--- src/pam4_link_pkg.sv ---
`default_nettype none

package pam4_link_pkg;

    // signed sample width on the channel side
    parameter int SAMPLE_W = 10;

    // taps are Q1.6, 64 is unity gain
    parameter int TAP_W = 8;
    parameter int TAP_FRAC = 6;

    parameter int NUM_TAPS_DEF = 4;
    parameter int SYMBOL_SEP_DEF = 56;

    // mapper, channel and slicer stages behind the source
    parameter int DRAIN_CYCLES = 3;

    typedef logic [1:0] pam4_sym_t;
    typedef logic signed [TAP_W-1:0] tap_t;
    typedef logic signed [SAMPLE_W-1:0] sample_t;

    typedef struct packed {
        pam4_sym_t sym;
        sample_t   level;
    } link_sample_t;

    typedef struct packed {
        logic      valid;
        pam4_sym_t tx_sym;
        pam4_sym_t rx_sym;
        sample_t   sample;
    } rx_obs_t;

    typedef enum logic [2:0] {
        IDLE,
        LOAD,
        RUN,
        DRAIN,
        DONE
    } fsm_state_t;

    // level table, symbol s sits at (2s-3)*sep/2
    function automatic sample_t pam4_level(pam4_sym_t s, int sep);
        int v;
        v = ((2 * int'(s) - 3) * sep) / 2;
        return sample_t'(v);
    endfunction

    // thresholds at -sep, 0 and +sep
    function automatic int pam4_threshold(int idx, int sep);
        return (idx - 1) * sep;
    endfunction

    // decision is the number of thresholds the sample reaches
    function automatic pam4_sym_t pam4_decide(sample_t x, int sep);
        int v;
        int d;
        v = int'(x);
        d = 0;
        for (int i = 0; i < 3; i++) begin
            if (v >= pam4_threshold(i, sep)) begin
                d++;
            end
        end
        return pam4_sym_t'(d);
    endfunction

endpackage

`default_nettype wire

--- src/prbs_source.sv ---
`timescale 1ns/1ps
`default_nettype none

module prbs_source (
    input  logic                     clk,
    input  logic                     rstn,
    input  logic                     reseed,
    input  logic                     en,
    output pam4_link_pkg::pam4_sym_t sym,
    output logic                     sym_valid
);
    import pam4_link_pkg::*;

    localparam logic [6:0] SEED = 7'h7F;

    logic [6:0] lfsr;
    logic [6:0] lfsr_next;
    logic       bit_first;
    logic       bit_second;

    // x^7 + x^6 + 1, two steps per symbol
    assign bit_first  = lfsr[6] ^ lfsr[5];
    assign bit_second = lfsr[5] ^ lfsr[4];
    assign lfsr_next  = {lfsr[4:0], bit_first, bit_second};

    always_ff @(posedge clk) begin
        if (!rstn || reseed) begin
            lfsr      <= SEED;
            sym_valid <= 1'b0;
        end else begin
            sym_valid <= en;
            if (en) begin
                lfsr <= lfsr_next;
            end
        end
    end

    // first bit out of the register becomes the msb
    always_ff @(posedge clk) begin
        if (en) begin
            sym <= {bit_first, bit_second};
        end
    end

endmodule

`default_nettype wire

--- src/pam4_mapper.sv ---
`timescale 1ns/1ps
`default_nettype none

module pam4_mapper #(
    parameter int SYMBOL_SEP = pam4_link_pkg::SYMBOL_SEP_DEF
) (
    input  logic                        clk,
    input  logic                        rstn,
    input  pam4_link_pkg::pam4_sym_t    sym,
    input  logic                        sym_valid,
    output pam4_link_pkg::link_sample_t tx,
    output logic                        tx_valid
);
    import pam4_link_pkg::*;

    always_ff @(posedge clk) begin
        if (!rstn) begin
            tx_valid <= 1'b0;
        end else begin
            tx_valid <= sym_valid;
        end
    end

    // symbol rides along so the slicer can compare without a delay line
    always_ff @(posedge clk) begin
        if (sym_valid) begin
            tx.sym   <= sym;
            tx.level <= pam4_level(sym, SYMBOL_SEP);
        end
    end

endmodule

`default_nettype wire

--- src/isi_channel.sv ---
`timescale 1ns/1ps
`default_nettype none

module isi_channel #(
    parameter int NUM_TAPS = pam4_link_pkg::NUM_TAPS_DEF
) (
    input  logic                                clk,
    input  logic                                rstn,
    input  logic                                flush,
    input  logic                                load_taps,
    input  pam4_link_pkg::tap_t [NUM_TAPS-1:0] taps,
    input  pam4_link_pkg::link_sample_t         din,
    input  logic                                din_valid,
    output pam4_link_pkg::link_sample_t         dout,
    output logic                                dout_valid
);
    import pam4_link_pkg::*;

    // room for the full sum of products plus sign
    localparam int ACC_W = SAMPLE_W + TAP_W + $clog2(NUM_TAPS) + 1;
    localparam logic signed [ACC_W-1:0] SAT_HI = ACC_W'(2 ** (SAMPLE_W - 1) - 1);
    localparam logic signed [ACC_W-1:0] SAT_LO = -ACC_W'(2 ** (SAMPLE_W - 1));

    tap_t [NUM_TAPS-1:0]     taps_q;
    // hist[k] holds the level from k symbols ago
    sample_t                 hist [1:NUM_TAPS-1];
    logic signed [ACC_W-1:0] acc;
    logic signed [ACC_W-1:0] scaled;
    sample_t                 sat;

    always_ff @(posedge clk) begin
        if (load_taps) begin
            taps_q <= taps;
        end
    end

    always_ff @(posedge clk) begin
        if (!rstn || flush) begin
            for (int k = 1; k < NUM_TAPS; k++) begin
                hist[k] <= '0;
            end
        end else if (din_valid) begin
            for (int k = NUM_TAPS - 1; k > 1; k--) begin
                hist[k] <= hist[k-1];
            end
            hist[1] <= din.level;
        end
    end

    // main cursor on the current level, post-cursors on the history
    always_comb begin
        acc = ACC_W'(taps_q[0]) * ACC_W'(din.level);
        for (int k = 1; k < NUM_TAPS; k++) begin
            acc = acc + ACC_W'(taps_q[k]) * ACC_W'(hist[k]);
        end
        // floor division by 64
        scaled = acc >>> TAP_FRAC;
        if (scaled > SAT_HI) begin
            sat = sample_t'(SAT_HI);
        end else if (scaled < SAT_LO) begin
            sat = sample_t'(SAT_LO);
        end else begin
            sat = sample_t'(scaled);
        end
    end

    always_ff @(posedge clk) begin
        if (!rstn) begin
            dout_valid <= 1'b0;
        end else begin
            dout_valid <= din_valid;
        end
    end

    always_ff @(posedge clk) begin
        if (din_valid) begin
            dout.sym   <= din.sym;
            dout.level <= sat;
        end
    end

endmodule

`default_nettype wire

--- src/pam4_slicer.sv ---
`timescale 1ns/1ps
`default_nettype none

module pam4_slicer #(
    parameter int SYMBOL_SEP = pam4_link_pkg::SYMBOL_SEP_DEF
) (
    input  logic                        clk,
    input  logic                        rstn,
    input  logic                        clear_errors,
    input  pam4_link_pkg::link_sample_t din,
    input  logic                        din_valid,
    output pam4_link_pkg::rx_obs_t      obs,
    output logic [15:0]                 error_count
);
    import pam4_link_pkg::*;

    pam4_sym_t decided;
    logic      obs_valid;
    pam4_sym_t tx_q;
    pam4_sym_t rx_q;
    sample_t   sample_q;

    assign decided = pam4_decide(din.level, SYMBOL_SEP);

    always_ff @(posedge clk) begin
        if (!rstn) begin
            obs_valid   <= 1'b0;
            error_count <= '0;
        end else begin
            obs_valid <= din_valid;
            if (clear_errors) begin
                error_count <= '0;
            end else if (din_valid && decided != din.sym && error_count != 16'hFFFF) begin
                // stops at full scale
                error_count <= error_count + 16'd1;
            end
        end
    end

    always_ff @(posedge clk) begin
        if (din_valid) begin
            tx_q     <= din.sym;
            rx_q     <= decided;
            sample_q <= din.level;
        end
    end

    assign obs = '{valid: obs_valid, tx_sym: tx_q, rx_sym: rx_q, sample: sample_q};

endmodule

`default_nettype wire

--- src/burst_counter.sv ---
`timescale 1ns/1ps
`default_nettype none

module burst_counter (
    input  logic        clk,
    input  logic        rstn,
    input  logic        load,
    input  logic        en,
    input  logic [15:0] value,
    output logic        zero
);

    logic [15:0] count;

    // load wins over en, so a reload can share a cycle with the last count
    always_ff @(posedge clk) begin
        if (!rstn) begin
            count <= '0;
        end else if (load) begin
            count <= value - 16'd1;
        end else if (en && count != 16'd0) begin
            count <= count - 16'd1;
        end
    end

    // marks the last enabled cycle of a phase
    assign zero = en && (count == 16'd0);

endmodule

`default_nettype wire

--- src/link_test_fsm.sv ---
`timescale 1ns/1ps
`default_nettype none

module link_test_fsm (
    input  logic clk,
    input  logic rstn,
    input  logic start,
    input  logic cnt_zero,
    output logic busy,
    output logic done,
    output logic reseed,
    output logic flush,
    output logic load_taps,
    output logic clear_errors,
    output logic tx_en,
    output logic cnt_load,
    output logic cnt_en,
    output logic cnt_sel_drain
);
    import pam4_link_pkg::*;

    fsm_state_t state;
    fsm_state_t state_next;

    always_ff @(posedge clk) begin
        if (!rstn) begin
            state <= IDLE;
        end else begin
            state <= state_next;
        end
    end

    always_comb begin
        state_next = state;
        case (state)
            // start is only looked at here, so a pulse while busy is dropped
            IDLE:    if (start) state_next = LOAD;
            LOAD:    state_next = RUN;
            RUN:     if (cnt_zero) state_next = DRAIN;
            DRAIN:   if (cnt_zero) state_next = DONE;
            DONE:    state_next = IDLE;
            default: state_next = IDLE;
        endcase
    end

    // burst setup all happens in the single load cycle
    assign reseed       = (state == LOAD);
    assign flush        = (state == LOAD);
    assign load_taps    = (state == LOAD);
    assign clear_errors = (state == LOAD);

    assign tx_en  = (state == RUN);
    assign cnt_en = (state == RUN) || (state == DRAIN);

    // reload for the drain on the last run cycle
    assign cnt_load      = (state == LOAD) || (state == RUN && cnt_zero);
    assign cnt_sel_drain = (state == RUN);

    assign busy = (state == LOAD) || (state == RUN) || (state == DRAIN);
    assign done = (state == DONE);

endmodule

`default_nettype wire

--- src/pam4_link_top.sv ---
`timescale 1ns/1ps
`default_nettype none

module pam4_link_top #(
    parameter int NUM_TAPS   = pam4_link_pkg::NUM_TAPS_DEF,
    parameter int SYMBOL_SEP = pam4_link_pkg::SYMBOL_SEP_DEF
) (
    input  logic                                clk,
    input  logic                                rstn,
    input  logic                                start,
    input  logic [15:0]                         burst_len,
    input  pam4_link_pkg::tap_t [NUM_TAPS-1:0] taps,
    output logic                                busy,
    output logic                                done,
    output logic [15:0]                         error_count,
    output pam4_link_pkg::rx_obs_t              rx_obs
);
    import pam4_link_pkg::*;

    // the source's own output register adds one stage to the drain
    localparam logic [15:0] DRAIN_LOAD = 16'(DRAIN_CYCLES + 1);

    logic         reseed;
    logic         flush;
    logic         load_taps;
    logic         clear_errors;
    logic         tx_en;
    logic         cnt_load;
    logic         cnt_en;
    logic         cnt_sel_drain;
    logic         cnt_zero;
    logic [15:0]  cnt_value;
    pam4_sym_t    sym;
    logic         sym_valid;
    link_sample_t tx_sample;
    logic         tx_valid;
    link_sample_t ch_sample;
    logic         ch_valid;

    assign cnt_value = cnt_sel_drain ? DRAIN_LOAD : burst_len;

    link_test_fsm link_test_fsm_i (
        .clk           (clk),
        .rstn          (rstn),
        .start         (start),
        .cnt_zero      (cnt_zero),
        .busy          (busy),
        .done          (done),
        .reseed        (reseed),
        .flush         (flush),
        .load_taps     (load_taps),
        .clear_errors  (clear_errors),
        .tx_en         (tx_en),
        .cnt_load      (cnt_load),
        .cnt_en        (cnt_en),
        .cnt_sel_drain (cnt_sel_drain)
    );

    burst_counter burst_counter_i (
        .clk   (clk),
        .rstn  (rstn),
        .load  (cnt_load),
        .en    (cnt_en),
        .value (cnt_value),
        .zero  (cnt_zero)
    );

    prbs_source prbs_source_i (
        .clk       (clk),
        .rstn      (rstn),
        .reseed    (reseed),
        .en        (tx_en),
        .sym       (sym),
        .sym_valid (sym_valid)
    );

    pam4_mapper #(
        .SYMBOL_SEP (SYMBOL_SEP)
    ) pam4_mapper_i (
        .clk       (clk),
        .rstn      (rstn),
        .sym       (sym),
        .sym_valid (sym_valid),
        .tx        (tx_sample),
        .tx_valid  (tx_valid)
    );

    isi_channel #(
        .NUM_TAPS (NUM_TAPS)
    ) isi_channel_i (
        .clk        (clk),
        .rstn       (rstn),
        .flush      (flush),
        .load_taps  (load_taps),
        .taps       (taps),
        .din        (tx_sample),
        .din_valid  (tx_valid),
        .dout       (ch_sample),
        .dout_valid (ch_valid)
    );

    pam4_slicer #(
        .SYMBOL_SEP (SYMBOL_SEP)
    ) pam4_slicer_i (
        .clk          (clk),
        .rstn         (rstn),
        .clear_errors (clear_errors),
        .din          (ch_sample),
        .din_valid    (ch_valid),
        .obs          (rx_obs),
        .error_count  (error_count)
    );

endmodule

`default_nettype wire

--- config.mk ---
export PLATFORM = sky130hd
export DESIGN_NAME = pam4_link_top
export DESIGN_NICKNAME = d
export VERILOG_FILES = /design/src/pam4_link_pkg.sv /design/src/prbs_source.sv /design/src/pam4_mapper.sv /design/src/isi_channel.sv /design/src/pam4_slicer.sv /design/src/burst_counter.sv /design/src/link_test_fsm.sv /design/src/pam4_link_top.sv
export SDC_FILE = /design/constraint.sdc
export NUM_CORES = 1
export LEC_CHECK = 0
export BUFFER_PORTS_ARGS = -buffer_cell sky130_fd_sc_hd__buf_2
export CORE_UTILIZATION = 58
export DETAILED_ROUTE_END_ITERATION = 16
export GPL_ROUTABILITY_DRIVEN = 1
export GPL_TIMING_DRIVEN = 0
export MAX_ROUTING_LAYER = met4
export PLACE_DENSITY = 0.82
export SETUP_SLACK_MARGIN = 0.2
export SLEW_MARGIN = 20
export SYNTH_ARGS = -nofsm -noshare
export SYNTH_HDL_FRONTEND = slang
export SYNTH_SLANG_ARGS = --single-unit
--- constraint.sdc ---
create_clock -name clk -period 8.4 [get_ports clk]
set_input_delay 0.84 -clock clk [delete_from_list [all_inputs] [get_ports clk]]
set_output_delay 0.84 -clock clk [all_outputs]
set_load 0.05 [all_outputs]
* Word level (Yosys, flattened, before mapping)
Memories as Yosys holds them, arrays and structs flattened.
Index checks and enable logic that the tools add are counted.
** Operators by class
- Bitwise logic cells :: 6
- $add $sub $neg :: 9
- Eq/ne operators :: 9
- $mul :: 5
- Mux-type cells :: 19
- Order comparisons :: 5
- Reductions and logical operators :: 17
** Operator list (number)
- $mul 8x10->18 :: 3
- $mux 16 :: 3
- $add 21x21->21 :: 2
- $mux 10 :: 4
- $mul 32x4->8 const B :: 1
- $sub 16x1->16 const B :: 2
- $add 21x18->21 :: 1
- $ge 10x7->1 const B :: 2
- $add 16x1->16 const B :: 1
- $logic_not 16->1 :: 1
- $mul 8x8->16 :: 1
- $ne 16x16->1 const B :: 1
- $reduce_bool 16->1 :: 1
- $gt 15x10->1 const B :: 1
- $lt 15x10->1 const B :: 1
- $pmux 3 s4 :: 1
- $ge 10x1->1 const B :: 1
- $mux 3 :: 3
- $eq 3x2->1 const B :: 2
- $mux 1 :: 6
- $logic_and 1x1->1 :: 5
- $logic_or 1x1->1 :: 5
- $mux 2 :: 2
- $ne 2x1->1 const B :: 2
- other kinds (15) :: 18
** Word-level totals
- Output and inout bits :: 33
- Bits in registers :: 116
- Memories :: 1
- Bits in writable memories :: 30
- Bits of input ports :: 51
- Word-level logic and storage cells :: 91
** Memory list
- isi_channel_i.hist :: words 3, bits a word 10, rd ports 3, clocked after Yosys merged registers in 0, wr ports 3, RTL line isi_channel.sv:26 : sample_t hist [1:NUM_TAPS-1];

* Depth between registers and ports, before layout
- Depth in word-level cells :: 9
- Depth in mapped cells :: 36

* Modules after synthesis
From an unflattened synthesis, not the netlist that was laid out.
** Second synthesis, totals
- Cell total of the unflattened synthesis :: 1899
- Area total of the unflattened synthesis :: 19716.4 µm²
** Modules (own cells, without submodules)
- isi_channel :: cells each 1479, area an instance 15625.0 µm², instances 1
- pam4_slicer :: cells each 138, area an instance 1478.9 µm², instances 1
- burst_counter :: cells each 169, area an instance 1377.6 µm², instances 1
- pam4_mapper :: cells each 41, area an instance 553.0 µm², instances 1
- prbs_source :: cells each 31, area an instance 372.9 µm², instances 1
- link_test_fsm :: cells each 24, area an instance 192.7 µm², instances 1
- pam4_link_top :: cells each 17, area an instance 116.4 µm², instances 1

* Worst setup path after synthesis
OpenSTA, ideal clock, no wires.
- Path type :: reg-to-reg
- Start point :: reg, netlist name isi_channel_i.hist[0][25]
- End point :: reg isi_channel_i.dout[0] (netlist bit) (data pin)
- Arrival time :: 8.597 ns
- Period minus slack after synthesis :: 8.887 ns
- Stages on the path, launching flop included :: 33
- Path slack :: -0.487 ns
- Path buffers :: 0
- Cell sequence :: edfxtp_1 > and2_1 > fa_1 > fa_1 > inv_1 > fa_1 > fa_1 > inv_1 > ha_1 > nor2b_1 > o21ai_0 > a21oi_1 > o21ai_0 > a21boi_0 > o2111a_1 > a311oi_1 > fa_1 > inv_1 > fa_1 > inv_1 > fa_1 > inv_1 > fa_1 > inv_1 > fa_1 > inv_1 > ha_1 > and2_1 > a311oi_1 > o21a_1 > o311ai_0 > o31ai_1 > o21ai_0
** RTL lines
- end: declaration :: RTL line isi_channel.sv:14 : output pam4_link_pkg::link_sample_t dout,

==> results_dict.tcl <==
set metrics [dict create \
    timing.final.ws_setup_ns -0.646 \
    synth_area_mm2 0.0175 \
    grt_start_max_net_pins 25 \
    worstPathArrival_ns 9.22 \
    drv_cap 0 \
    first_global_vias 14000 \
    drc 0 \
    globalplace.congestion 0.928 \
    min_period_ns 9.05 \
    drtIter0Drc 958 \
    r2r_cells 34 \
    synth_flop_cell "edfxtp_1" \
    violations "negative setup slack" \
    path_max_fanout 8 \
    slowest_stage "fa_2" \
    ys_ff_latch 139 \
    crit_type "register to register" \
    clock_path_buffers 2 \
    placementRows 63 \
    grt_pass1_wl_um 67800 \
    antenna_found_initial 1 \
    finClkSkew_ns 0.0157 \
    hold_buffers 0 \
    vias 13100 \
    io_pins 84 \
    synth_cell_types 68 \
    synthCells 1788 \
    finalSetupViolCount 10 \
    die_x_um 175 \
    seq_area_frac_synth_pct 21.3 \
    ys.warnings.count 0 \
    cp-start-kind "register" \
    slew_headroom_pct 29.5 \
    portBuffers 83 \
    post-dp-hpwl_um 30600 \
    cp.required_ns 8.57 \
    clock_sink_count 139 \
    dr.pass1.iters 6 \
    reg2reg_to "isi_channel_i.dout[5]" \
    r2r_slack_ns -0.65 \
    overflow 0 \
    detail_route.wirelength_um 41500 \
    antenna_left 0 \
    syn_nets 2261 \
    hold_class "register to register" \
    slowest_delay_ns 0.63 \
    clock.fmax_ghz 0.111 \
    vias_per_cell 5.53 \
    drive_above_1_share_pct 16.3 \
    place_area_mm2 0.0186 \
    core_mm2 0.0296 \
    grt_usage_pct 29.2 \
    min_from "isi_channel_i.dout[1]" \
    fin_nets 2431 \
    grt_setup_unrepaired "true" \
    clk_latency_ns 0.45 \
    synth_area_per_cell_um2 9.76 \
    regToRegStartpoint "isi_channel_i.hist[0][28]" \
    wire_per_inst_um 17.6 \
    die-area_mm2 0.0308 \
    worst_hold_path.endpoint "pam4_slicer_i.sample_q[1]" \
    post-route-period-util_pct 108 \
    min_path_cells 0 \
    cts_tree "done" \
    status "finished, violations left" \
    finalMaxSlewViolations 0 \
    synthArstFlopShare_pct 0 \
    worst_pin_slew_ns 1.06 \
    final_area_mm2 0.0202 \
    h-tree-depth 4 \
    clock_tree.root_cell "clkbuf_16" \
    start_util_pct 58.9 \
    fin_util_pct 68.0 \
    synth_edf_count 93 \
    end_kind "register" \
    cts_buffers 17 \
    die_h_um 175 \
    hold_viol 0 \
    clkTransAtPathRegs_ns 0.06 \
    syn2layout_area_growth_pct 15.5 \
]
==> worst max-delay path, delay by kind of cell (launching register included) <==
kind,cells,cell delay (ns)
simple gates,2,0.34
flops,1,0.56
buf+inv,11,0.85
compound gates,10,1.90
fa+ha+maj,11,5.13
==> registers in the layout (all words and copies together), names as in the netlist, 7 cells and up <==
signal,cells
isi_channel_i.taps_q,32
isi_channel_i.hist,24
burst_counter_i.count,16
pam4_slicer_i.error_count,16
isi_channel_i.dout,12
pam4_slicer_i.sample_q,10
pam4_mapper_i.tx,9
prbs_source_i.lfsr,7
==> per-layer routing <==
metal | global-route usage (%) | share of wire (%)
met1 | 33.5 | 38
met3 | 5.22 | 6.3
met2 | 51.0 | 52
met4 | 10.9 | 3.8
met5 | - | 0
==> cells in the mapped netlist, types with 3 or more instances <==
cell       count  area, µm²
inv_1        427       1600
fa_1         282       5650
or3_1          7       43.8
and3_1        30        188
mux2i_1       11        110
dfxtp_1       46        921
nand2b_1      17        106
nor2b_1        7       43.8
o31ai_1        4       30.0
edfxtp_1      93       2790
and2_1       144        901
nand2_1      151        567
xnor2_1       68        596
nor3b_1        3       22.5
a31oi_1        6       37.5
o21bai_1       7       52.6
nand3_1       34        170
ha_1         140       1750
o2111ai_1      3       26.3
and4_1         4       35.0
nand3b_1       3       22.5
nor3_1        26        130
nor4_1        12       75.1
a21o_1        10       75.1
a21oi_1       42        210
clkbuf_1      18       67.6
a311oi_1       3       26.3
o311ai_0       3       26.3
clkbuf_8       4       55.1
nor2_1        52        195
a41oi_1        4       35.0
xor2_1        18        158
nand4_1        6       37.5
o211ai_1       9       67.6
a211oi_1       6       45.0
o21ai_0       40        200
o21a_1         6       45.0
==> through the flow <==
stage,setup WS (ns),std cells,setup TNS [ns],hold WS (ns)
floorplan,0.205,1788,0,0.400
global placement,-0.533,2261,-4.68,0.418
detailed placement,-0.636,2262,-5.74,0.413
CTS,-0.302,2333,-2.62,0.424
global route,-0.882,2362,-8.15,0.436
finish,-0.646,2362,-5.50,0.419
==> what timing repair did <==
item / in CTS / in global routing
pin swaps: 40 / 31
setup buffers: 37 / 28
setup endpoints to repair: 10 / 10
cloned: 2 / 0
gates resized for setup: 49 / 56
==> layout by cell type, fill, tap and decap left out, types with 10 or more instances in the layout <==
cell type  instances
fa_1             273
a21o_1            10
a21oi_1           31
clkbuf_16         17
xnor2_1           63
mux2i_1           11
dfxtp_1           46
and3_1            30
nand2_1          145
and2_1           135
nand3_1           32
ha_4              19
o21ai_0           23
buf_4             58
buf_2             84
ha_1             120
xor2_1            15
inv_1            406
nor3_1            25
nand2b_1          17
nor4_1            12
edfxtp_1          93
nor2_1            50
inv_2             22
clkbuf_1          17
==> worst max-delay path by stage <==
stage	from	to	slack [ns]	depth (start not counted)
6_report	isi_channel_i.hist[0][28]	isi_channel_i.dout[5]	-0.65	34
5_1_grt	isi_channel_i.taps_q[18]	isi_channel_i.dout[5]	-0.88	35
4_1_cts	isi_channel_i.hist[0][23]	isi_channel_i.dout[1]	-0.30	37
3_5_place_dp	isi_channel_i.taps_q[16]	isi_channel_i.dout[1]	-0.64	32
3_3_place_gp	isi_channel_i.taps_q[16]	isi_channel_i.dout[5]	-0.53	32
2_1_floorplan	isi_channel_i.taps_q[20]	isi_channel_i.dout[2]	0.21	31
==> kinds of logic after synthesis <==
logic type	synth area share, %
adders and majority gates	42.4
muxes	0.760
and+or+nand+nor	15.2
DFF	21.3
xor gates and xnor gates	4.31
AOI/OAI and AO/OA	6.04
buffers and inverters	10.0
==> final cells by class <==
type	instances	area, µm²
Tap cell	390	488
Multi-Input combinational cell	1196	12700
Clock inverter	13	103
Clock buffer	19	433
Timing Repair Buffer	149	957
Buffer	25	154
Sequential cell	139	3710
Inverter	430	1620
Antenna cell	1	2.50
Fill cell	2150	9470
Power is left out: the tool's default activity adds up to more than one toggle a clock period on the data nets, which glitch-free logic cannot reach.
